$ cat src/verilog/busPkg.sv
`default_nettype none

// widths and sizes seen on the single-word bus and the SRAM target
package busPkg;

    // word address width
    localparam int ADDR_W = 32;

    // data word width, every access is a full word
    localparam int DATA_W = 32;

    // number of words in the on-chip SRAM
    localparam int SRAM_WORDS = 256;

    // index bits needed to reach every SRAM word
    localparam int SRAM_AW = $clog2(SRAM_WORDS);

    // a word address as issued by the CPU
    typedef logic [ADDR_W-1:0] addr_t;

    // a data word
    typedef logic [DATA_W-1:0] data_t;

    // index into the SRAM array
    typedef logic [SRAM_AW-1:0] sramIdx_t;

    // word addresses from 0 to SRAM_WORDS-1 hit the SRAM
    // anything above answers with err
    localparam addr_t SRAM_LAST = addr_t'(SRAM_WORDS - 1);

endpackage

`default_nettype wire

$ cat src/verilog/mmioPkg.sv
`default_nettype none

// request-side definitions for the MMIO bridge and the bus manager
package mmioPkg;

    // two-bit access code from the CPU
    // read = 10, write = 01, idle = 00; 11 falls back to idle
    typedef enum logic [1:0] {
        ACC_IDLE  = 2'b00,
        ACC_WRITE = 2'b01,
        ACC_READ  = 2'b10
    } accessKind_e;

    // requests the FIFO can buffer
    localparam int FIFO_DEPTH = 4;

    // bits for a FIFO slot index
    localparam int FIFO_PTR_W = (FIFO_DEPTH > 1) ? $clog2(FIFO_DEPTH) : 1;

    // bits to count credits from 0 up to FIFO_DEPTH inclusive
    localparam int CREDIT_W = $clog2(FIFO_DEPTH + 1);

    // credit counter and FIFO fill level
    typedef logic [CREDIT_W-1:0] credit_t;

    // slot pointer inside the FIFO
    typedef logic [FIFO_PTR_W-1:0] fifoPtr_t;

    // full count as a credit value, used for reset and limits
    localparam credit_t CREDIT_MAX = credit_t'(FIFO_DEPTH);

    // bus manager states
    // idle grants an issue credit, bus runs the cycle, resp shows the result
    typedef enum logic [1:0] {
        MGR_IDLE = 2'b00,
        MGR_BUS  = 2'b01,
        MGR_RESP = 2'b10
    } mgrState_e;

endpackage

`default_nettype wire

$ cat src/verilog/reqCreditIf.sv
`timescale 1ns/1ps
`default_nettype none

// one request link with credit return
// the sender only raises valid while it holds a credit, there is no ready
interface reqCreditIf
    import busPkg::*;
();

    // one request in this cycle
    logic  valid;
    addr_t addr;
    data_t wdata;
    // 1 for a write, 0 for a read
    logic  write;
    // one-cycle pulse from the receiver, worth one slot
    logic  credit;

    modport sender (
        output valid,
        output addr,
        output wdata,
        output write,
        input  credit
    );

    modport receiver (
        input  valid,
        input  addr,
        input  wdata,
        input  write,
        output credit
    );

endinterface

`default_nettype wire

$ cat src/verilog/reqFifo.sv
`timescale 1ns/1ps
`default_nettype none

// in-order request buffer between the requester and the bus manager
// upstream credits come back one cycle after an entry leaves
module reqFifo
    import busPkg::*;
    import mmioPkg::*;
(
    input  wire logic   clk,
    input  wire logic   rst_i,
    reqCreditIf.receiver reqLink,
    reqCreditIf.sender   issueLink
);

    // entry storage, no reset needed
    addr_t    memAddr  [FIFO_DEPTH];
    data_t    memWdata [FIFO_DEPTH];
    logic     memWrite [FIFO_DEPTH];

    fifoPtr_t head;
    fifoPtr_t tail;
    credit_t  count;
    // credits granted by the manager and not yet spent
    credit_t  dnCredits;
    logic     push;
    logic     pop;

    function automatic fifoPtr_t nextPtr(input fifoPtr_t ptr);
        if (ptr == fifoPtr_t'(FIFO_DEPTH - 1)) begin
            return '0;
        end
        return ptr + fifoPtr_t'(1);
    endfunction

    // the requester never sends without a credit, so a push always fits
    assign push = reqLink.valid;

    // issue the head whenever there is something to send and a credit to spend
    assign pop = (dnCredits != '0) && (count != '0);

    always_ff @(posedge clk) begin
        if (rst_i) begin
            head            <= '0;
            tail            <= '0;
            count           <= '0;
            dnCredits       <= '0;
            issueLink.valid <= 1'b0;
            reqLink.credit  <= 1'b0;
        end else begin
            if (push) begin
                tail <= nextPtr(tail);
            end
            if (pop) begin
                head <= nextPtr(head);
            end
            count     <= count + credit_t'(push) - credit_t'(pop);
            dnCredits <= dnCredits + credit_t'(issueLink.credit) - credit_t'(pop);
            issueLink.valid <= pop;
            // slot freed last cycle goes back upstream now
            reqLink.credit  <= issueLink.valid;
        end
    end

    always_ff @(posedge clk) begin
        if (push) begin
            memAddr[tail]  <= reqLink.addr;
            memWdata[tail] <= reqLink.wdata;
            memWrite[tail] <= reqLink.write;
        end
        if (pop) begin
            issueLink.addr  <= memAddr[head];
            issueLink.wdata <= memWdata[head];
            issueLink.write <= memWrite[head];
        end
    end

endmodule

`default_nettype wire

$ cat src/flat_wrapper.sv
// flat-port wrapper written by rule: the top's interface ports become plain ports
module reqFifo_flat import busPkg::*; import mmioPkg::*;
  (clk, rst_i, reqLink_valid, reqLink_addr, reqLink_wdata, reqLink_write, reqLink_credit, issueLink_valid, issueLink_addr, issueLink_wdata, issueLink_write, issueLink_credit);
  reqCreditIf reqLink_i ();
  reqCreditIf issueLink_i ();
  input  wire logic clk;
  input  wire logic rst_i;
  input wire logic [$bits(reqLink_i.valid)-1:0] reqLink_valid;
  input wire logic [$bits(reqLink_i.addr)-1:0] reqLink_addr;
  input wire logic [$bits(reqLink_i.wdata)-1:0] reqLink_wdata;
  input wire logic [$bits(reqLink_i.write)-1:0] reqLink_write;
  output wire logic [$bits(reqLink_i.credit)-1:0] reqLink_credit;
  output wire logic [$bits(issueLink_i.valid)-1:0] issueLink_valid;
  output wire logic [$bits(issueLink_i.addr)-1:0] issueLink_addr;
  output wire logic [$bits(issueLink_i.wdata)-1:0] issueLink_wdata;
  output wire logic [$bits(issueLink_i.write)-1:0] issueLink_write;
  input wire logic [$bits(issueLink_i.credit)-1:0] issueLink_credit;
  assign reqLink_i.valid = reqLink_valid;
  assign reqLink_i.addr = reqLink_addr;
  assign reqLink_i.wdata = reqLink_wdata;
  assign reqLink_i.write = reqLink_write;
  assign reqLink_credit = reqLink_i.credit;
  assign issueLink_valid = issueLink_i.valid;
  assign issueLink_addr = issueLink_i.addr;
  assign issueLink_wdata = issueLink_i.wdata;
  assign issueLink_write = issueLink_i.write;
  assign issueLink_i.credit = issueLink_credit;
  reqFifo u_core (.clk(clk), .rst_i(rst_i), .reqLink(reqLink_i), .issueLink(issueLink_i));
endmodule
$ cat config.mk
export PLATFORM = sky130hd
export DESIGN_NAME = reqFifo_flat
export DESIGN_NICKNAME = d
export VERILOG_FILES = /design/src/verilog/busPkg.sv /design/src/verilog/mmioPkg.sv /design/src/verilog/reqCreditIf.sv /design/src/verilog/reqFifo.sv /design/src/flat_wrapper.sv
export SDC_FILE = /design/constraint.sdc
export NUM_CORES = 1
export LEC_CHECK = 0
export ABC_AREA = 1
export BUFFER_PORTS_ARGS = -buffer_cell sky130_fd_sc_hd__buf_4
export CORE_MARGIN = 2
export CORE_UTILIZATION = 45
export CTS_BUF_LIST = sky130_fd_sc_hd__clkbuf_8
export CTS_CLUSTER_SIZE = 24
export DETAILED_ROUTE_END_ITERATION = 8
export PLACE_DENSITY = 0.72
export SLEW_MARGIN = 20
export SYNTH_ARGS = -nofsm -noshare
export SYNTH_HDL_FRONTEND = slang
export SYNTH_SLANG_ARGS = --single-unit
$ cat constraint.sdc
create_clock -name clk -period 3.5 [get_ports clk]
set_clock_uncertainty 0.05 [all_clocks]
set_input_delay 0.35 -clock clk [delete_from_list [all_inputs] [get_ports clk]]
set_output_delay 0.35 -clock clk [all_outputs]
set_load 0.1 [all_outputs]
==> results <==
- The flow ran to the end, and the final reports show no timing, DRC or antenna violations.
- The mapped cell area is 0.0127 mm^2.
- For this configuration, the core starts out at a cell density of 45.7%.
- The clock root buffer master is sky130_fd_sc_hd__clkbuf_8.
- After routing, the total negative slack on setup checks comes to 0 ns.
- Counting both buffers and inverters, the worst setup path holds a total of 1.
- For this design, the slowest cell found on the critical path is sky130_fd_sc_hd__dfxtp_4.
- The average routed wire per standard cell is 18.3 um.
- In the final layout, the share of cells above drive strength 1 is between 20% and 30%.
- The TritonCTS clock tree is done.
- The min-delay analysis places its worst path in the category primary input to flip-flop.
- The region available for standard cell placement spans 0.0277 mm^2.
- The die is 172 um wide.
- The worst path in the final design needs a cycle of 2.34 ns, including I/O delays and setup.
- The relative max-transition margin is 29.3%.
- Relative to the synthesized area, the layout overhead comes to 23.2%.
- The DRC violation count after routing is 0.
- The longest clock path from root to sink contains 3 buffers.
- Across every metal layer, demand over resource in global routing totals 17.7%.
- Across all register-to-register paths, the minimum setup slack is 1.16 ns.
- Buffers inserted during clock tree synthesis total 52.
- At the pin with the least slew margin, the transition time is 1.06 ns.
- The multi-input logic area is 0.00228 mm^2.
- The final-report setup violation count is 0.
- The post-CTS repair timing setup buffer count is 0.
- The maximum fanout along the worst path is 74.
- Dividing the synthesized area by the synthesized cell count gives 16.3 um^2.
- The final instance count without filler cells is 1418.
- The number of optimization iterations in the first detailed-route pass is 5.
- The data arrival time of the worst path is 2.74 ns.
- The number of antenna violations at the first check in global routing is 1.
- The residual overflow from global routing is 0.
- In this run the cell area measured after placement is 0.0140 mm^2.
- For the worst setup path, the data required time is roughly 4 ns.
- The total power per unit cell area is 912 mW/mm^2.
- The worst-case IR drop observed on VDD is 0.763 mV.
- The number of global-route vias before repair is 7233.
- For this run, the slowest stage of the critical path takes between 0.7 and 0.8 ns.
- The leakage power is around 5.5 nW.
- The initialized floorplan defines 61 standard-cell rows.
- The number of vias per cell after detailed routing is ~5.1.
- The floorplan step set the die height to 172 um.
- The peak clock frequency supported by timing is 428 MHz.
- The max-slew violation total from the final report is 0.
- The fill cell total of the finished layout is 2204.
- Walking the worst path, the cells encountered are buf_4, ha_1, nand3b_1, nand2_1, nor2_1.
- By startpoint and endpoint, the worst setup path is classified as flip-flop to flip-flop.
- After synthesis, flip-flops and latches occupy around four fifths of the total area.
- The H-tree depth reported by CTS is 2.
- The later pin in the worst-skew pair is clocked with a latency of 0.57 ns.
- In the final layout, flip-flops and latches occupy 0.0100 mm^2.
- The die covers 0.0295 mm^2.
- The family with the most delay on the worst path is flip-flops.
- The number of nets in the layout is approximately 1100.
- The most frequent standard cell in the layout excluding fill and tap cells is sky130_fd_sc_hd__edfxtp_1.
- The number of I/O port buffers is 135.
- The final clock period utilization by the worst path is 66.8%.
- The top cell types in the final layout, fill and taps aside, are sky130_fd_sc_hd__edfxtp_1 (325), sky130_fd_sc_hd__buf_4 (142), sky130_fd_sc_hd__nor2_1 (117).
- The routed design has 25900 um of wire.
- The count of final hold-check violations is 0.
- Entering global routing, the biggest net connects a little under 90 pins.
- After routing the design area is 0.0156 mm^2.
- The element type at the critical path end is a flip-flop.
- Setup repair after global routing left no endpoint under its margin.
- The routed layout has 7165 vias.
- The count of nets left with antenna violations after detail routing is 0.
- The number of clock sinks seen by CTS is ~340.
- Pin placement for this block handled about 140 I/O pins.
- The startpoint type of the worst setup path is a flip-flop.
- Clock-pin slew was measured on the worst setup and hold paths at 0.06 ns.
- The congestion estimate from routability-driven global placement came to 0.727.
- The first routing iteration left 534 violations.
- The half-perimeter wire length after placement is 13500 um.
- The number of placed instances, taps included is approximately 1300.
- The number of cells produced by synthesis is 777.
- The first global-routing pass estimated slightly below 40000 um of wire.
- The synthesized design contains around 340 register bits.
- The number of nets produced by synthesis is 855.
- The yosys synthesis warning count is 0.
- The count of different cell masters after synthesis is 25.
- The number of maximum-capacitance constraint violations is 0.
worst paths after layout:
check                                       startpoint               endpoint  depth (start not counted)
worst min register to register  u_core.issueLink.valid  u_core.reqLink.credit                          2
worst max register to register          u_core.head[0]         u_core.head[1]                          5
worst min-delay path                     reqLink_valid         u_core.tail[1]                          3
worst max-delay path                    u_core.head[0]         u_core.head[1]                          5
registers in the layout, summed over array words and instances, names as in the netlist:
name and count:
u_core.memAddr 128, u_core.memWdata 128, u_core.issueLink.addr 32, u_core.issueLink.wdata 32, u_core.memWrite 4, u_core.count 3, u_core.dnCredits 3, u_core.head 2
u_core.tail 2, u_core.issueLink.valid 1, u_core.issueLink.write 1, u_core.reqLink.credit 1
per-stage QoR:
step	hold WS (ns)	total power, mW	worst slack [ns]	utilization (%)
after floorplan	0.399	10.1	0.941	-
after global placement	0.375	11.2	1.24	50.4
after detailed placement	0.379	11.3	1.21	50.4
after CTS	0.0189	14.4	1.19	56.3
after global routing	0.0525	14.8	1.02	56.3
final	0.0520	14.2	1.16	56.3
power by group:
group	switching, mW	total (mW)	internal [mW]
Sequential	0.343	5.63	5.29
Clock	1.48	3.03	1.54
Combinational	4.45	5.57	1.13
Yosys cell counts, drive strengths merged:
cell | n | area share, %
edfxtp | 325 | 77
nor2 | 147 | 6.1
o21ai | 133 | 5.4
o22ai | 65 | 4.7
clkbuf | 22 | 0.65
buf | 21 | 1.7
inv | 20 | 0.61
nand2 | 16 | 0.47
dfxtp | 12 | 1.9
ha | 7 | 0.69
a21oi | 3 | 0.12
fa | 2 | 0.32
nand3b | 1 | 0.059
nor3 | 1 | 0.040
xnor2 | 1 | 0.069
xor2 | 1 | 0.069
logic make-up (layout without fill, tap and decap cells):
| logic type | count (synthesis) | in the layout | share of synthesized area, % |
|---|---|---|---|
| AO/OA/AOI/OAI | 201 | 201 | 10.2 |
| XOR/XNOR | 2 | 2 | 0.138 |
| adder cells (fa/ha/maj) | 9 | 9 | 1.01 |
| buffers and inverters | 63 | 325 | 2.94 |
| flip-flops | 337 | 337 | 79.0 |
| other | 0 | 1 | 0 |
| AND/OR/NAND/NOR | 165 | 165 | 6.71 |
per-layer routing:
metal	track usage (%)	share of wire, %	vias up
met5	0	0	-
met4	5.12	1.9	0
met1	22.4	43	3556
li1	-	-	3362
met3	3.80	5.4	42
met2	30.7	50	205
worst min-delay path, cell delays in order:
cell	delay, ns
sky130_fd_sc_hd__buf_4	0.14
sky130_fd_sc_hd__inv_2	0.07
sky130_fd_sc_hd__a21oi_1	0.06
area by class of cell:
| type | count | area share, % |
|---|---|---|
| inverters | 20 | 0.554 |
| flip-flops and latches | 337 | 64.1 |
| clock buffers | 52 | 4.59 |
| multi-input cells | 377 | 14.6 |
| diodes | 1 | 0.0160 |
| well taps | 378 | 3.03 |
| repair buffers | 211 | 11.5 |
| clock inverters | 42 | 1.56 |
repair_timing:
action,in CTS,in global routing
gates resized for setup,0,0
hold buffers,66,0
hold endpoints to repair,267,0
No activity file was read; power rests on OpenSTA's default activity.
