$ cat src/verilog/busPkg.sv
`default_nettype none

// widths and sizes seen on the single-word bus and the SRAM target
package busPkg;

    // word address width
    localparam int ADDR_W = 32;

    // data word width, every access is a full word
    localparam int DATA_W = 32;

    // number of words in the on-chip SRAM
    localparam int SRAM_WORDS = 256;

    // index bits needed to reach every SRAM word
    localparam int SRAM_AW = $clog2(SRAM_WORDS);

    // a word address as issued by the CPU
    typedef logic [ADDR_W-1:0] addr_t;

    // a data word
    typedef logic [DATA_W-1:0] data_t;

    // index into the SRAM array
    typedef logic [SRAM_AW-1:0] sramIdx_t;

    // word addresses from 0 to SRAM_WORDS-1 hit the SRAM
    // anything above answers with err
    localparam addr_t SRAM_LAST = addr_t'(SRAM_WORDS - 1);

endpackage

`default_nettype wire

$ cat src/verilog/mmioPkg.sv
`default_nettype none

// request-side definitions for the MMIO bridge and the bus manager
package mmioPkg;

    // two-bit access code from the CPU
    // read = 10, write = 01, idle = 00; 11 falls back to idle
    typedef enum logic [1:0] {
        ACC_IDLE  = 2'b00,
        ACC_WRITE = 2'b01,
        ACC_READ  = 2'b10
    } accessKind_e;

    // requests the FIFO can buffer
    localparam int FIFO_DEPTH = 4;

    // bits for a FIFO slot index
    localparam int FIFO_PTR_W = (FIFO_DEPTH > 1) ? $clog2(FIFO_DEPTH) : 1;

    // bits to count credits from 0 up to FIFO_DEPTH inclusive
    localparam int CREDIT_W = $clog2(FIFO_DEPTH + 1);

    // credit counter and FIFO fill level
    typedef logic [CREDIT_W-1:0] credit_t;

    // slot pointer inside the FIFO
    typedef logic [FIFO_PTR_W-1:0] fifoPtr_t;

    // full count as a credit value, used for reset and limits
    localparam credit_t CREDIT_MAX = credit_t'(FIFO_DEPTH);

    // bus manager states
    // idle grants an issue credit, bus runs the cycle, resp shows the result
    typedef enum logic [1:0] {
        MGR_IDLE = 2'b00,
        MGR_BUS  = 2'b01,
        MGR_RESP = 2'b10
    } mgrState_e;

endpackage

`default_nettype wire

$ cat src/verilog/reqCreditIf.sv
`timescale 1ns/1ps
`default_nettype none

// one request link with credit return
// the sender only raises valid while it holds a credit, there is no ready
interface reqCreditIf
    import busPkg::*;
();

    // one request in this cycle
    logic  valid;
    addr_t addr;
    data_t wdata;
    // 1 for a write, 0 for a read
    logic  write;
    // one-cycle pulse from the receiver, worth one slot
    logic  credit;

    modport sender (
        output valid,
        output addr,
        output wdata,
        output write,
        input  credit
    );

    modport receiver (
        input  valid,
        input  addr,
        input  wdata,
        input  write,
        output credit
    );

endinterface

`default_nettype wire

$ cat src/verilog/wishboneManager.sv
`timescale 1ns/1ps
`default_nettype none

// bus manager, one bus cycle per issued request
// grants a single issue credit from IDLE so at most one request is in hand
module wishboneManager
    import busPkg::*;
    import mmioPkg::*;
(
    input  wire logic    clk,
    input  wire logic    rst_i,
    reqCreditIf.receiver issueLink,
    output logic         cyc_o,
    output logic         stb_o,
    output logic         we_o,
    output addr_t        adr_o,
    output data_t        dat_o,
    input  wire logic    ack_i,
    input  wire logic    err_i,
    input  wire data_t   dat_i,
    output data_t        rdata_o,
    output logic         rdataValid_o,
    output logic         accessErr_o
);

    mgrState_e state;
    // set once the idle credit has gone out
    logic      granted;
    logic      arrive;
    logic      done;

    assign arrive = (state == MGR_IDLE) && issueLink.valid;
    assign done   = (state == MGR_BUS) && (ack_i || err_i);

    // one pulse on entry to idle
    assign issueLink.credit = (state == MGR_IDLE) && !granted;

    always_ff @(posedge clk) begin
        if (rst_i) begin
            state        <= MGR_IDLE;
            granted      <= 1'b0;
            cyc_o        <= 1'b0;
            stb_o        <= 1'b0;
            we_o         <= 1'b0;
            rdataValid_o <= 1'b0;
            accessErr_o  <= 1'b0;
        end else begin
            rdataValid_o <= 1'b0;
            accessErr_o  <= 1'b0;
            case (state)
                MGR_IDLE: begin
                    if (!granted) begin
                        granted <= 1'b1;
                    end
                    if (arrive) begin
                        cyc_o   <= 1'b1;
                        stb_o   <= 1'b1;
                        we_o    <= issueLink.write;
                        granted <= 1'b0;
                        state   <= MGR_BUS;
                    end
                end
                MGR_BUS: begin
                    // drop the strobe right after the target answers
                    if (done) begin
                        cyc_o        <= 1'b0;
                        stb_o        <= 1'b0;
                        rdataValid_o <= !we_o;
                        accessErr_o  <= err_i;
                        state        <= MGR_RESP;
                    end
                end
                default: begin
                    state <= MGR_IDLE;
                end
            endcase
        end
    end

    // bus payload and returned read word
    always_ff @(posedge clk) begin
        if (arrive) begin
            adr_o <= issueLink.addr;
            dat_o <= issueLink.wdata;
        end
        if (done) begin
            rdata_o <= err_i ? '0 : dat_i;
        end
    end

endmodule

`default_nettype wire

$ cat src/flat_wrapper.sv
// flat-port wrapper written by rule: the top's interface ports become plain ports
module wishboneManager_flat import busPkg::*; import mmioPkg::*;
  (clk, rst_i, cyc_o, stb_o, we_o, adr_o, dat_o, ack_i, err_i, dat_i, rdata_o, rdataValid_o, accessErr_o, issueLink_valid, issueLink_addr, issueLink_wdata, issueLink_write, issueLink_credit);
  reqCreditIf issueLink_i ();
  input  wire logic clk;
  input  wire logic rst_i;
  output logic cyc_o;
  output logic stb_o;
  output logic we_o;
  output addr_t adr_o;
  output data_t dat_o;
  input  wire logic ack_i;
  input  wire logic err_i;
  input  wire data_t dat_i;
  output data_t rdata_o;
  output logic rdataValid_o;
  output logic accessErr_o;
  input wire logic [$bits(issueLink_i.valid)-1:0] issueLink_valid;
  input wire logic [$bits(issueLink_i.addr)-1:0] issueLink_addr;
  input wire logic [$bits(issueLink_i.wdata)-1:0] issueLink_wdata;
  input wire logic [$bits(issueLink_i.write)-1:0] issueLink_write;
  output wire logic [$bits(issueLink_i.credit)-1:0] issueLink_credit;
  assign issueLink_i.valid = issueLink_valid;
  assign issueLink_i.addr = issueLink_addr;
  assign issueLink_i.wdata = issueLink_wdata;
  assign issueLink_i.write = issueLink_write;
  assign issueLink_credit = issueLink_i.credit;
  wishboneManager u_core (.clk(clk), .rst_i(rst_i), .issueLink(issueLink_i), .cyc_o(cyc_o), .stb_o(stb_o), .we_o(we_o), .adr_o(adr_o), .dat_o(dat_o), .ack_i(ack_i), .err_i(err_i), .dat_i(dat_i), .rdata_o(rdata_o), .rdataValid_o(rdataValid_o), .accessErr_o(accessErr_o));
endmodule
$ cat config.mk
export PLATFORM = sky130hd
export DESIGN_NAME = wishboneManager_flat
export DESIGN_NICKNAME = d
export VERILOG_FILES = /design/src/verilog/busPkg.sv /design/src/verilog/mmioPkg.sv /design/src/verilog/reqCreditIf.sv /design/src/verilog/wishboneManager.sv /design/src/flat_wrapper.sv
export SDC_FILE = /design/constraint.sdc
export NUM_CORES = 1
export LEC_CHECK = 0
export BUFFER_PORTS_ARGS = -buffer_cell sky130_fd_sc_hd__buf_2
export CORE_MARGIN = 2
export CORE_UTILIZATION = 43
export DETAILED_ROUTE_END_ITERATION = 8
export PLACE_DENSITY = 0.82
export SLEW_MARGIN = 0
export SYNTH_ARGS = -nofsm -noshare
export SYNTH_HDL_FRONTEND = slang
export SYNTH_SLANG_ARGS = --single-unit
$ cat constraint.sdc
create_clock -name clk -period 3.4 [get_ports clk]
set_input_delay 0.34 -clock clk [delete_from_list [all_inputs] [get_ports clk]]
set_output_delay 0.34 -clock clk [all_outputs]
set_load 0.005 [all_outputs]
==> flow_summary.ini, run 1 <==
[placement]
numPortBuffers = 203
placed_cell_area_mm2 = 0.00454
gp_congestion = 0.688
dpl.hpwl_um = 5740

[floorplan]
rows = 32
die_w_um = 93.2
boundaryPins = 204
die_area_mm2 = 0.00868
core_area_mm2 = 0.00773
initial_core_util_pct = 44.2
die_h_um = 93.2

[synthesis]
syn_area_mm2 = 0.00342
syn-num-nets = 262
seq_area_frac_synth_pct = 88.4
syn_area_per_cell_um2 = 21.4
syn-instance-count = 160
ys_types = 18
yosysWarningCount = 0
ys_ff_latch = 103

[setup_path]
crit_chain = nor3b_4 > buf_4 > mux2i_1 > nor2_1
arrival_ns = 1.95
path_delay_family = buffers and inverters
cp_slowest_cell = buf_4
cp_slowest_stage_delay_ns = 0.64
cp_data_required_time_ns = 3.66
crit_type = flip-flop to flip-flop
critPathLaunchType = flip-flop
endpoint_kind = flip-flop
crit_fanout = 66
path_buf_inv = 1

[routing]
wl_per_cell_um = 15.7
viasPerCell = 4.53
first_pass_iters = 5
initialDrtViolationCount = 53
routed_wl_um = 7480
drcViolationCount = 0
vias = 2163
ant_nets = 0

[clock_network]
htree_num_levels = 3
clk_latency_ns = 0.36
holdBufCountCts = 0
post_cts_resized = 0
cts_tree = done
clockBufferDepth = 2
cts_setup_buffers = 0
root_buffer = clkbuf_8
path_clk_slew_ns = 0.11
clock-sinks = 103
cts_inserted_buffers = 9

[power]
finalPower_mw = 2.43
ir_worst_vdd_v = 0.000269
powerDensity_mw_per_mm2 = 513
total_leakage_power_nw = 2.02

[sta]
rsz0062_at_grt = false
clock.fmax_mhz = 590
finalCritPeriodShare_pct = 49.8
skew_ns = 0.0132
drv_slew = 0
fin_crit_ns = 1.69
tns_ns = 0
setup-violations-final = 0
worst_pin_slew_ns = 0.790
hold_violations = 0
slew_headroom_pct = 47.3

[min_path]
min_path_type = input pin to flip-flop

[global_route]
track_usage_pct = 16.7
antenna_found_initial = 0
grt_max_degree = 67
grt_pass1_wl_um = 10600
grt_pass1_vias = 2102
grt-ovfl-total = 0

[layout]
finish.utilization_pct = 61.2
mostFrequentLayoutCells = 203 x buf_2, 96 x edfxtp_1, 26 x nor2b_1
layout-drive-gt1-share_pct = 60.3
final_area_mm2 = 0.00473
num-nets-final = 472
syn2layout_area_growth_pct = 38.3
num_antenna_cells = 0
mostFrequentLayoutCell = buf_2

[job]
maxCapViolations = 0

[outcome]
status = completed
==> cell type report <==
cell class                 instances  area [um2]
sequential                       103        3020
fill                             624        3000
timing repair buffer             205        1030
multi-input combinational         49         350
tap                              102         128
clock buffer                       9         124
clock inverter                     7        63.8
inverter                           2        7.51
==> stage by stage <==
stage               instances  hold WS (ns)  setup slack (ns)
finish                    477         0.147              1.71
global route              477         0.120              1.57
CTS                       477         0.131              1.66
detailed placement        461         0.494              1.50
global placement          461         0.487              1.56
floorplan                 160         0.412             0.792
==> flip-flops by register name, summed over array words and instances (netlist names) <==
name,count
u_core.adr_o,32
u_core.rdataValid_o,1
u_core.accessErr_o,1
u_core.granted,1
u_core.state,2
u_core.we_o,1
u_core.stb_o,1
u_core.dat_o,32
u_core.rdata_o,32
==> cell families after synthesis <==
group / after synthesis / synth area share, %
flip-flops: 103 / 88.4
AND/OR/NAND/NOR: 45 / 9.08
buffers and inverters: 8 / 1.32
AO/OA/AOI/OAI: 2 / 0.585
multiplexers: 2 / 0.586
==> synth_stat cells (all sizes together) <==
master	count	area, um2
and2b	7	52.6
nor4	1	6.26
a21oi	1	5.00
dfxtp	7	140
nand2b	1	6.26
inv	2	7.51
nor2	4	17.5
nor3b	2	37.5
and4bb	1	12.5
edfxtp	96	2880
mux2i	2	20.0
nor2b	26	163
clkbuf	3	11.3
buf	3	26.3
a2111oi	1	15.0
nor3	3	15.0
==> report_power, final <==
part | switching (mW) | internal [mW] | total (mW)
logic | 0.101 | 0.105 | 0.206
clock network | 0.438 | 0.285 | 0.723
registers | 0.0228 | 1.47 | 1.50
total | 0.562 | 1.86 | 2.43
==> worst register-to-register path: cells and delay by family, from the launching register on <==
kind	cells	cell delay [ns]
muxes	1	0.26
buffers and inverters	1	0.64
and+or+nand+nor	2	0.27
DFF	1	0.43
==> path summary, 6_finish.rpt <==
check | from | end | slack, ns | cells after the start
worst max-delay path | u_core.state[1]$_SDFFE_PP0P_ | u_core.we_o$_SDFFE_PP0P_ | 1.71 | 4
worst min-delay path | issueLink_wdata[11] | u_core.dat_o[11]$_DFFE_PP_ | 0.15 | 1
worst max register to register | u_core.state[1]$_SDFFE_PP0P_ | u_core.we_o$_SDFFE_PP0P_ | 1.71 | 4
worst min register to register | u_core.granted$_SDFFE_PP0N_ | u_core.granted$_SDFFE_PP0N_ | 0.51 | 2
==> per-layer routing <==
layer / part of all wire, % / GRT usage (%) / wire length (um)
met1: 35 / 17.0 / 2610
met2: 52 / 30.0 / 3930
met3: 10 / 7.01 / 772
met4: 2.2 / 7.23 / 165
met5: 0 / 0 / 0
No activity file was read; power rests on OpenSTA's default activity.
==> inputs of run 2 (changes only) <==
- clock period: 3.4 -> 1.6 ns (I/O delays scaled with it)
==> flow_summary.ini, run 2 (synthesis gave the netlist of run 1 again) <==
[layout]
final_area_mm2 = 0.00543
layout-drive-gt1-share_pct = 51.6
finish.utilization_pct = 70.2
num_antenna_cells = 0
syn2layout_area_growth_pct = 58.8
reg.largest.list = u_core.adr_o: 32 flops, u_core.dat_o: 32 flops, u_core.rdata_o: 32 flops
instances_no_fill = 542
num-nets-final = 537
fillers = 500
mostFrequentLayoutCell = buf_2
mostFrequentLayoutCells = 203 x buf_2, 96 x edfxtp_1, 64 x dlygate4sd3_1

[floorplan]
boundaryPins = 204
die_area_mm2 = 0.00868
core_area_mm2 = 0.00773
die_h_um = 93.2
die_w_um = 93.2
initial_core_util_pct = 44.2
rows = 32

[sta]
fin_crit_ns = 1.38
hold_ws_ns = 0.0540
finalCritPeriodShare_pct = 86.0
setup-violations-final = 0
skew_ns = 0.0102
rsz0062_at_grt = false
clock.fmax_mhz = 727
slew_headroom_pct = 75.2
worst_pin_slew_ns = 0.371
hold_violations = 0
drv_slew = 0
tns_ns = 0

[setup_path]
critPathLaunchType = flip-flop
rr_startpoint = u_core.state[0]$_SDFFE_PP0P_
crit_fanout = 34
ff2ff_setup_slack_ns = 0.22
cp_data_required_time_ns = 1.64
rr_endpoint = u_core.rdata_o[28]$_SDFFCE_PP0P_
crit_path_start = u_core.state[0]$_SDFFE_PP0P_
arrival_ns = 1.42
endpoint_kind = flip-flop
crit_type = flip-flop to flip-flop
worstRegToRegCells = 2

[clock_network]
clk_latency_ns = 0.35
clockBufferDepth = 2
cts_inserted_buffers = 9
cts_setup_buffers = 0
htree_num_levels = 3
path_clk_slew_ns = 0.10
root_buffer = clkbuf_8
cts_tree = done
clock-sinks = 103

[placement]
numPortBuffers = 203
gp_congestion = 0.686
placed_cell_area_mm2 = 0.00457
place_inst = 462
dpl.hpwl_um = 5440

[global_route]
grt_pass1_wl_um = 13000
grt_pass1_vias = 2544
antenna_found_initial = 0
grt-ovfl-total = 0
grt_max_degree = 67
track_usage_pct = 20.7

[min_path]
hold-path-cell-count = 3
min_path_type = input pin to flip-flop
hold_start = issueLink_write
holdPathEnd = u_core.we_o$_SDFFE_PP0P_

[power]
total_leakage_power_nw = 2.31
ir_worst_vdd_v = 0.000534
powerDensity_mw_per_mm2 = 1010

[routing]
drcViolationCount = 0
first_pass_iters = 4
initialDrtViolationCount = 96
ant_nets = 0
vias = 2454
routed_wl_um = 9170
wl_per_cell_um = 16.9
viasPerCell = 4.53

[outcome]
status = completed

[job]
maxCapViolations = 0
run 2: changes by cell type in the layout (fill, tap and decap cells not counted), sizes merged:
| cell | delta |
|---|---|
| dlygate4sd3 | +64 |
| bufinv | +1 |
| buf | +1 |
| inv | -2 |
| clkinv | +1 |
run 2: through the flow:
stage	worst slack, ns	power (mW)
floorplan	-1.01	3.39
global placement	0.248	3.68
detailed placement	0.212	3.70
CTS	0.200	5.48
global route	0.0983	5.68
finish	0.224	5.47
run 2: repair_timing:
| item | in CTS | in global routing |
|---|---|---|
| hold buffers | 64 | 0 |
| hold endpoints to repair | 64 | 0 |
| gates resized for setup | 0 | 0 |
run 2: critical path, cell delays in order, from the launching register on:
cell     delay, ns
dfxtp_1       0.54
nor3b_4       0.29
buf_12        0.23
run 2: power breakdown:
group	switching, mW	leakage, nW	internal [mW]
Clock	0.929	0.105	0.759
Combinational	0.256	1.23	0.337
Sequential	0.0568	0.972	3.13
run 2: layout make-up:
cell class / count / area [um2] / share of cell area, %
Clock buffer: 9 / 124 / 2.28
Clock inverter: 7 / 91.3 / 1.68
Inverter: 2 / 7.51 / 0.138
Multi-Input combinational cell: 49 / 350 / 6.45
Sequential cell: 103 / 3020 / 55.7
Tap cell: 102 / 128 / 2.35
Timing Repair Buffer: 270 / 1700 / 31.4
run 2: per-layer routing:
| metal | vias up | routed length, um | GRT usage, % |
|---|---|---|---|
| li1 | 1142 | - | - |
| met1 | 1155 | 3250 | 21.5 |
| met2 | 143 | 4890 | 38.2 |
| met3 | 14 | 830 | 7.41 |
| met4 | 0 | 202 | 7.97 |
| met5 | - | 0 | 0 |
run 2: how the worst max path moves through the flow:
| stage | slack (ns) | cells after the start | to |
|---|---|---|---|
| after floorplan | -1.01 | 4 | u_core.we_o$_SDFFE_PP0P_ |
| final | 0.22 | 2 | u_core.rdata_o[28]$_SDFFCE_PP0P_ |
| after global placement | 0.25 | 4 | u_core.we_o$_SDFFE_PP0P_ |
| after detailed placement | 0.21 | 4 | u_core.we_o$_SDFFE_PP0P_ |
| after CTS | 0.20 | 4 | u_core.we_o$_SDFFE_PP0P_ |
| after global routing | 0.1 | 4 | u_core.we_o$_SDFFE_PP0P_ |
