--- config.mk ---
export PLATFORM = sky130hd
export DESIGN_NAME = mmioRequester_flat
export DESIGN_NICKNAME = d
export VERILOG_FILES = /design/src/verilog/busPkg.sv /design/src/verilog/mmioPkg.sv /design/src/verilog/reqCreditIf.sv /design/src/verilog/mmioRequester.sv /design/src/flat_wrapper.sv
export SDC_FILE = /design/constraint.sdc
export NUM_CORES = 1
export LEC_CHECK = 0
export BUFFER_PORTS_ARGS = -buffer_cell sky130_fd_sc_hd__buf_2
export CAP_MARGIN = 15
export CORE_MARGIN = 3
export CORE_UTILIZATION = 41
export DETAILED_ROUTE_END_ITERATION = 8
export PLACE_DENSITY = 0.81
export SETUP_SLACK_MARGIN = 0.4
export SLEW_MARGIN = 5
export SYNTH_ARGS = -nofsm -noshare
export SYNTH_HDL_FRONTEND = slang
export SYNTH_SLANG_ARGS = --single-unit
--- constraint.sdc ---
create_clock -name clk -period 6 [get_ports clk]
set_input_delay 0.3 -clock clk [delete_from_list [all_inputs] [get_ports clk]]
set_output_delay 0.3 -clock clk [all_outputs]
set_load 0.005 [all_outputs]
--- src/verilog/busPkg.sv ---
`default_nettype none

// widths and sizes seen on the single-word bus and the SRAM target
package busPkg;

    // word address width
    localparam int ADDR_W = 32;

    // data word width, every access is a full word
    localparam int DATA_W = 32;

    // number of words in the on-chip SRAM
    localparam int SRAM_WORDS = 256;

    // index bits needed to reach every SRAM word
    localparam int SRAM_AW = $clog2(SRAM_WORDS);

    // a word address as issued by the CPU
    typedef logic [ADDR_W-1:0] addr_t;

    // a data word
    typedef logic [DATA_W-1:0] data_t;

    // index into the SRAM array
    typedef logic [SRAM_AW-1:0] sramIdx_t;

    // word addresses from 0 to SRAM_WORDS-1 hit the SRAM
    // anything above answers with err
    localparam addr_t SRAM_LAST = addr_t'(SRAM_WORDS - 1);

endpackage

`default_nettype wire

--- src/verilog/mmioPkg.sv ---
`default_nettype none

// request-side definitions for the MMIO bridge and the bus manager
package mmioPkg;

    // two-bit access code from the CPU
    // read = 10, write = 01, idle = 00; 11 falls back to idle
    typedef enum logic [1:0] {
        ACC_IDLE  = 2'b00,
        ACC_WRITE = 2'b01,
        ACC_READ  = 2'b10
    } accessKind_e;

    // requests the FIFO can buffer
    localparam int FIFO_DEPTH = 4;

    // bits for a FIFO slot index
    localparam int FIFO_PTR_W = (FIFO_DEPTH > 1) ? $clog2(FIFO_DEPTH) : 1;

    // bits to count credits from 0 up to FIFO_DEPTH inclusive
    localparam int CREDIT_W = $clog2(FIFO_DEPTH + 1);

    // credit counter and FIFO fill level
    typedef logic [CREDIT_W-1:0] credit_t;

    // slot pointer inside the FIFO
    typedef logic [FIFO_PTR_W-1:0] fifoPtr_t;

    // full count as a credit value, used for reset and limits
    localparam credit_t CREDIT_MAX = credit_t'(FIFO_DEPTH);

    // bus manager states
    // idle grants an issue credit, bus runs the cycle, resp shows the result
    typedef enum logic [1:0] {
        MGR_IDLE = 2'b00,
        MGR_BUS  = 2'b01,
        MGR_RESP = 2'b10
    } mgrState_e;

endpackage

`default_nettype wire

--- src/verilog/reqCreditIf.sv ---
`timescale 1ns/1ps
`default_nettype none

// one request link with credit return
// the sender only raises valid while it holds a credit, there is no ready
interface reqCreditIf
    import busPkg::*;
();

    // one request in this cycle
    logic  valid;
    addr_t addr;
    data_t wdata;
    // 1 for a write, 0 for a read
    logic  write;
    // one-cycle pulse from the receiver, worth one slot
    logic  credit;

    modport sender (
        output valid,
        output addr,
        output wdata,
        output write,
        input  credit
    );

    modport receiver (
        input  valid,
        input  addr,
        input  wdata,
        input  write,
        output credit
    );

endinterface

`default_nettype wire

--- src/verilog/mmioRequester.sv ---
`timescale 1ns/1ps
`default_nettype none

// CPU-facing end of the bridge
// decodes the access code, forwards accepted requests and tracks FIFO credits
module mmioRequester
    import busPkg::*;
    import mmioPkg::*;
(
    input  wire logic        clk,
    input  wire logic        rst_i,
    input  wire accessKind_e rwi_i,
    input  wire addr_t       addr_i,
    input  wire data_t       wdata_i,
    output logic             busy_o,
    reqCreditIf.sender       reqLink
);

    logic    isRead;
    logic    isWrite;
    logic    accept;
    credit_t credits;

    // read/write/idle decode with 11 taken as idle
    always_comb begin
        if (rwi_i == ACC_READ) begin
            isRead  = 1'b1;
            isWrite = 1'b0;
        end else if (rwi_i == ACC_WRITE) begin
            isRead  = 1'b0;
            isWrite = 1'b1;
        end else begin
            isRead  = 1'b0;
            isWrite = 1'b0;
        end
    end

    // busy while no slot is left downstream
    assign busy_o = (credits == '0);

    // a request is taken only while a credit is held
    assign accept = (isRead || isWrite) && !busy_o;

    // credit count and link valid
    always_ff @(posedge clk) begin
        if (rst_i) begin
            reqLink.valid <= 1'b0;
            credits       <= CREDIT_MAX;
        end else begin
            reqLink.valid <= accept;
            // spend one on accept and regain one per returned pulse
            credits <= credits - credit_t'(accept) + credit_t'(reqLink.credit);
        end
    end

    // request payload follows valid by design
    always_ff @(posedge clk) begin
        if (accept) begin
            reqLink.addr  <= addr_i;
            reqLink.wdata <= wdata_i;
            reqLink.write <= isWrite;
        end
    end

endmodule

`default_nettype wire

--- src/flat_wrapper.sv ---
// flat-port wrapper written by rule: the top's interface ports become plain ports
module mmioRequester_flat import busPkg::*; import mmioPkg::*;
  (clk, rst_i, rwi_i, addr_i, wdata_i, busy_o, reqLink_valid, reqLink_addr, reqLink_wdata, reqLink_write, reqLink_credit);
  reqCreditIf reqLink_i ();
  input  wire logic clk;
  input  wire logic rst_i;
  input  wire accessKind_e rwi_i;
  input  wire addr_t addr_i;
  input  wire data_t wdata_i;
  output logic busy_o;
  output wire logic [$bits(reqLink_i.valid)-1:0] reqLink_valid;
  output wire logic [$bits(reqLink_i.addr)-1:0] reqLink_addr;
  output wire logic [$bits(reqLink_i.wdata)-1:0] reqLink_wdata;
  output wire logic [$bits(reqLink_i.write)-1:0] reqLink_write;
  input wire logic [$bits(reqLink_i.credit)-1:0] reqLink_credit;
  assign reqLink_valid = reqLink_i.valid;
  assign reqLink_addr = reqLink_i.addr;
  assign reqLink_wdata = reqLink_i.wdata;
  assign reqLink_write = reqLink_i.write;
  assign reqLink_i.credit = reqLink_credit;
  mmioRequester u_core (.clk(clk), .rst_i(rst_i), .rwi_i(rwi_i), .addr_i(addr_i), .wdata_i(wdata_i), .busy_o(busy_o), .reqLink(reqLink_i));
endmodule
==> flow_summary.toml, run 1 <==
[status]
status = "complete, no violations"

[clocking]
post_cts_buffers = 0
numCtsBuffers = 9
cts_hold_buf = 0
clkSinkCount = 69
clk_latency_ns = 0.32
path_clk_slew_ns = 0.07
cts-root-buf = "clkbuf_8"
htree_levels = 3
cts_resized = 0
tritoncts = "done"
cts.path.max_buffers = 2

[worst_setup_path]
r2r_cells = 9
crit_path_max_incr_delay_ns = 0.48
worstPathMaxFanout = 3
crit_chain = "nor3_1, nor2_4, ha_1, inv_1, ha_1, inv_1, fa_1, xnor3_1, nand2b_1"
reg2reg_from = "u_core.credits[1]$_SDFF_PP0_"
worstSetupEndpointType = "flip-flop"
crit_family = "adder cells"
path_class = "flip-flop to flip-flop"
crit_buf_inv = 2
rrSetupSlack_ns = 3.88
cp_data_required_time_ns = 6.21
slowest_stage = "nor3_1"
startpoint_type = "flip-flop"
reg2reg_to = "u_core.credits[2]$_SDFF_PP1_"
cp.arrival_ns = 2.33

[detailed_routing]
vias_per_cell = 4.39
drt-total-wl_microns = 4220
drtIter0Drc = 49
dr_total_vias = 1325
drtPass1Iterations = 4
wl_per_cell_microns = 14.0
drc_errors = 0
drtAntennaViolNets = 0

[yosys]
synth_cell_types = 10
postSynthCellCount = 84
synth_most_common_cell = "edfxtp_1"
synth_top_family_by_area = "adder cells"
synth_warnings = 0
synth_xor_area_frac = 0.0104
syn-cell-area_sq_mm = 0.00216
synth-simple-area-share = 0.0139
yosys-top-cells-count = "65 x edfxtp_1, 4 x dfxtp_1, 4 x inv_1, 3 x ha_1"
async_reset_ff_frac = 0
synth-seq-cells = 69
syn-num-nets = 157
synth_edf_count = 65
yosysSeqAreaShare = 0.942
yosys.area_share.adder = 0.0267
synth_compound_area_frac = 0
yosys.area.top_type = "edfxtp_1"
syn_avg_cell_area_sq_um = 25.7
ys_top_cells_by_area = "edfxtp_1 90%, dfxtp_1 3.7%, ha_1 1.7%, xnor3_1 1.0%, fa_1 0.93%"
muxShareOfSynthArea = 0
yosysTopAreaCellShare = 0.905
synth_flop_cell = "edfxtp_1"

[die]
dieArea_sq_mm = 0.00617
core_area_sq_mm = 0.00491
die_y_microns = 78.5
io_pins = 136
rows = 25
die_x_microns = 78.5
initial_core_util = 0.439

[sta]
hold_ws_ns = 0.144
final-setup-viol-count = 0
hold_viol_final = 0
min_period_over_period = 0.354
slew_headroom = 0.489
post-route-min-period_ns = 2.12
fin_worst_skew_ns = 0.00761
slew_violations = 0
rsz0062_at_grt = "no"
worst_pin_slew_ns = 0.766
setup_tns_ns = 0
max_freq_ghz = 0.471

[grt]
grt_start_max_net_pins = 66
gr-total-overflow = 0
first_global_vias = 1316
grt_pass1_wl_microns = 6370
grtUsageTotal = 0.140
antenna_found_initial = 0

[power]
p_per_area_mw_per_mm2 = 400
leakage_nw = 1.39
vdd_drop_max_v = 0.000280
power_w = 0.00126

[place]
hpwlAfterDp_microns = 3230
place_area_sq_mm = 0.00293
io_buffers = 135
place.gp.congestion = 0.694

[worst_hold_path]
whs_path_depth = 1
hold_class = "primary input to flip-flop"
min_from = "addr_i[1]"
holdPathEnd = "u_core.reqLink.addr[1]$_DFFE_PP_"

[layout]
ff_latch_area_sq_mm = 0.00203
areaGrowthSynthToFinish_pct = 46.4
drive_gt1_frac = 0.638
fillerInstances = 376
diodes = 0
stdcell_area_sq_mm = 0.00316
fin_nets = 304
multi_input_area_sq_um = 118

[flow_run]
timing.max_cap.violations = 0
## report_power, final
group | switching (W) | internal (W)
logic | 0.0000997 | 0.0000880
registers | 0.0000208 | 0.000632
clock network | 0.000152 | 0.000270
## through the flow
| stage | instances | worst slack, ns | utilization |
|---|---|---|---|
| after floorplan | 84 | 1.07 | - |
| after global placement | 287 | 3.97 | 0.597 |
| after detailed placement | 287 | 3.85 | 0.597 |
| after CTS | 302 | 3.83 | 0.643 |
| after global routing | 302 | 3.72 | 0.643 |
| final | 302 | 3.88 | 0.643 |
## registers in the layout, summed over array words and instances, names as in the netlist
name                  cells
u_core.reqLink.write      1
u_core.credits            3
u_core.reqLink.addr      32
u_core.reqLink.valid      1
u_core.reqLink.wdata     32
## cell type report
cell class / instances / share of cell area
sequential: 69 / 0.643
timing repair buffer: 136 / 0.216
clock buffer: 9 / 0.0392
multi-input combinational: 11 / 0.0372
clock inverter: 6 / 0.0325
tap: 67 / 0.0265
inverter: 4 / 0.00475
## worst reg2reg max path: stages, from the launching register on
cell and delay (ns):
dfxtp_1 0.35, nor3_1 0.48, nor2_4 0.05, ha_1 0.28, inv_1 0.05, ha_1 0.13, inv_1 0.05, fa_1 0.36
xnor3_1 0.21, nand2b_1 0.06
## cell usage in the layout (no fill, tap or decap)
cell type and count:
buf_2 135, buf_4 1, bufinv_16 3, clkbuf_8 9, clkinv_1 2, clkinv_2 1
dfxtp_1 4, edfxtp_1 65, fa_1 1, ha_1 3, inv_1 4, nand2b_1 1
nor2_1 1, nor2_4 1, nor2b_1 1, nor3_1 2, xnor3_1 1
## cell families after synthesis
| kind of cell | count (synthesis) |
|---|---|
| xor gates and xnor gates | 1 |
| adders and majority gates | 4 |
| buffers and inverters | 4 |
| DFF | 69 |
| and+or+nand+nor | 6 |
## routing by layer
layer	global-route usage	part of all wire
met1	0.160	0.36
met4	0.0734	0.018
met2	0.220	0.49
met3	0.0654	0.13
met5	0	0
## worst max path at each step
stage | from | end | slack [ns] | cells past startpoint
4_1_cts | u_core.credits[1]$_SDFF_PP0_ | u_core.credits[2]$_SDFF_PP1_ | 3.83 | 9
3_5_place_dp | u_core.credits[1]$_SDFF_PP0_ | u_core.credits[2]$_SDFF_PP1_ | 3.85 | 9
3_3_place_gp | u_core.credits[1]$_SDFF_PP0_ | u_core.credits[2]$_SDFF_PP1_ | 3.97 | 9
5_1_grt | u_core.credits[1]$_SDFF_PP0_ | u_core.credits[2]$_SDFF_PP1_ | 3.72 | 9
6_report | u_core.credits[1]$_SDFF_PP0_ | u_core.credits[2]$_SDFF_PP1_ | 3.88 | 9
2_1_floorplan | rwi_i[1] | u_core.credits[2]$_SDFF_PP1_ | 1.07 | 10
Power figures use the tool's default switching activity.
==> inputs of run 2 (changes only) <==
- clock period: 6 -> 2.2 ns (I/O delays scaled with it)
==> flow_summary.toml, run 2 (same netlist as run 1, synthesis figures left out) <==
[layout]
final_cell_mix = "135 x buf_2, 65 x dlygate4sd3_1, 65 x edfxtp_1, 9 x clkbuf_8, 6 x buf_4"
drive_gt1_frac = 0.533
layout_commonest_cell = "buf_2"
areaGrowthSynthToFinish_pct = 79.8
utilization = 0.790
fin_nets = 374
stdcell_area_sq_mm = 0.00388
fillerInstances = 275
largestRegisters = "u_core.reqLink.addr: 32 flops, u_core.reqLink.wdata: 32 flops, u_core.credits: 3 flops"
diodes = 0

[clocking]
numCtsBuffers = 9
tritoncts = "done"
cts-root-buf = "clkbuf_8"
path_clk_slew_ns = 0.07
htree_levels = 3
clkSinkCount = 69
clk_latency_ns = 0.34
cts.path.max_buffers = 2

[die]
rows = 25
initial_core_util = 0.439
core_area_sq_mm = 0.00491
die_x_microns = 78.5
io_pins = 136
dieArea_sq_mm = 0.00617
die_y_microns = 78.5

[worst_setup_path]
startpoint_type = "flip-flop"
reg2reg_to = "u_core.credits[2]$_SDFF_PP1_"
rrSetupSlack_ns = 0.39
path_class = "flip-flop to flip-flop"
crit_path_max_incr_delay_ns = 0.35
crit_family = "adder cells"
reg2reg_from = "u_core.credits[1]$_SDFF_PP0_"
r2r_cells = 9
worstSetupEndpointType = "flip-flop"
crit_chain = "nor3_4, nor2_4, ha_4, inv_2, ha_1, inv_1, fa_2, xnor3_1, nand2b_1"
crit_buf_inv = 2
cp_data_required_time_ns = 2.42
slowest_stage = "dfxtp_4"
worstPathMaxFanout = 2
cp.arrival_ns = 2.03

[place]
place_area_sq_mm = 0.00296
hpwlAfterDp_microns = 3450
place.gp.congestion = 0.667
io_buffers = 135

[worst_hold_path]
min_from = "rwi_i[0]"
hold_class = "primary input to flip-flop"
holdPathEnd = "u_core.reqLink.write$_DFFE_PP_"
whs_path_depth = 2

[sta]
slew_violations = 0
post-route-min-period_ns = 1.81
max_freq_ghz = 0.553
hold_viol_final = 0
worst_pin_slew_ns = 0.773
setup_tns_ns = 0
min_period_over_period = 0.822
final-setup-viol-count = 0
slew_headroom = 0.485
rsz0062_at_grt = "yes"
fin_worst_skew_ns = 0.00691

[power]
internal_power_w = 0.00274
vdd_drop_max_v = 0.000838
leakage_nw = 1.67
pwr-share-comb = 0.198
p_per_area_mw_per_mm2 = 938
power.sequential.fraction = 0.496
pwr-share-clk = 0.306
switching_share = 0.247
p_sw_w = 0.000897
power_w = 0.00364

[flow_run]
timing.max_cap.violations = 0

[detailed_routing]
vias_per_cell = 4.44
drtPass1Iterations = 4
drc_errors = 0
drt-total-wl_microns = 6190
wl_per_cell_microns = 16.6
drtIter0Drc = 144
dr_total_vias = 1655
drtAntennaViolNets = 0

[grt]
antenna_found_initial = 0
grt_pass1_wl_microns = 9410
grt_start_max_net_pins = 66
first_global_vias = 1748
gr-total-overflow = 0
grtUsageTotal = 0.210

[status]
status = "complete, no violations"
[run 2: per-layer routing]
metal  wire length (microns)  part of all wire  global-route usage  vias to the layer above
met5                       0                 0                   0                        -
met4                      65             0.011              0.0787                        0
met3                     612             0.099              0.0688                        8
met2                    3420              0.55               0.387                      106
met1                    2090              0.34               0.220                      784
li1                        -                 -                   -                      757
[run 2: worst max path at each step]
stage	startpoint	endpoint	slack (ns)	cells after the start
2_1_floorplan	u_core.credits[1]$_SDFF_PP0_	u_core.credits[2]$_SDFF_PP1_	-0.50	9
3_3_place_gp	u_core.credits[1]$_SDFF_PP0_	u_core.credits[2]$_SDFF_PP1_	0.36	9
3_5_place_dp	u_core.credits[1]$_SDFF_PP0_	u_core.credits[2]$_SDFF_PP1_	0.29	9
4_1_cts	u_core.credits[2]$_SDFF_PP1_	u_core.credits[2]$_SDFF_PP1_	0.42	9
5_1_grt	u_core.credits[1]$_SDFF_PP0_	u_core.credits[2]$_SDFF_PP1_	0.32	9
6_report	u_core.credits[1]$_SDFF_PP0_	u_core.credits[2]$_SDFF_PP1_	0.39	9
[run 2: final cells by class]
| class | instances | area [sq um] | share of cell area |
|---|---|---|---|
| Clock buffer | 10 | 128 | 0.0329 |
| Clock inverter | 6 | 87.6 | 0.0226 |
| Inverter | 4 | 15.0 | 0.00387 |
| Multi-Input combinational cell | 11 | 156 | 0.0403 |
| Sequential cell | 69 | 2040 | 0.525 |
| Tap cell | 67 | 83.8 | 0.0216 |
| Timing Repair Buffer | 206 | 1370 | 0.354 |
[run 2: power by group through the flow]
stage / combinational [W] / sequential, W / clock [W]
after global routing: 0.000788 / 0.00183 / 0.00119
after floorplan: 0.000200 / 0.00186 / 0
after detailed placement: 0.000547 / 0.00183 / 0
after CTS: 0.000686 / 0.00180 / 0.00111
final: 0.000719 / 0.00181 / 0.00111
after global placement: 0.000524 / 0.00182 / 0
[run 2: timing repair]
item / 4_1_cts / 5_1_grt
gates resized for setup: 1 / 1
endpoints found under the setup margin: 2 / 2
setup buffers: 3 / 2
pin swaps: 2 / 3
hold endpoints to repair: 67 / 0
hold buffers: 65 / 0
[run 2: metrics by stage]
| step | std cells | setup WS [ns] | hold slack (ns) |
|---|---|---|---|
| finish | 373 | 0.391 | 0.0981 |
| detailed placement | 287 | 0.285 | 0.288 |
| floorplan | 84 | -0.502 | 0.167 |
| global placement | 287 | 0.358 | 0.286 |
| global route | 373 | 0.315 | 0.0954 |
| CTS | 371 | 0.422 | 0.0793 |
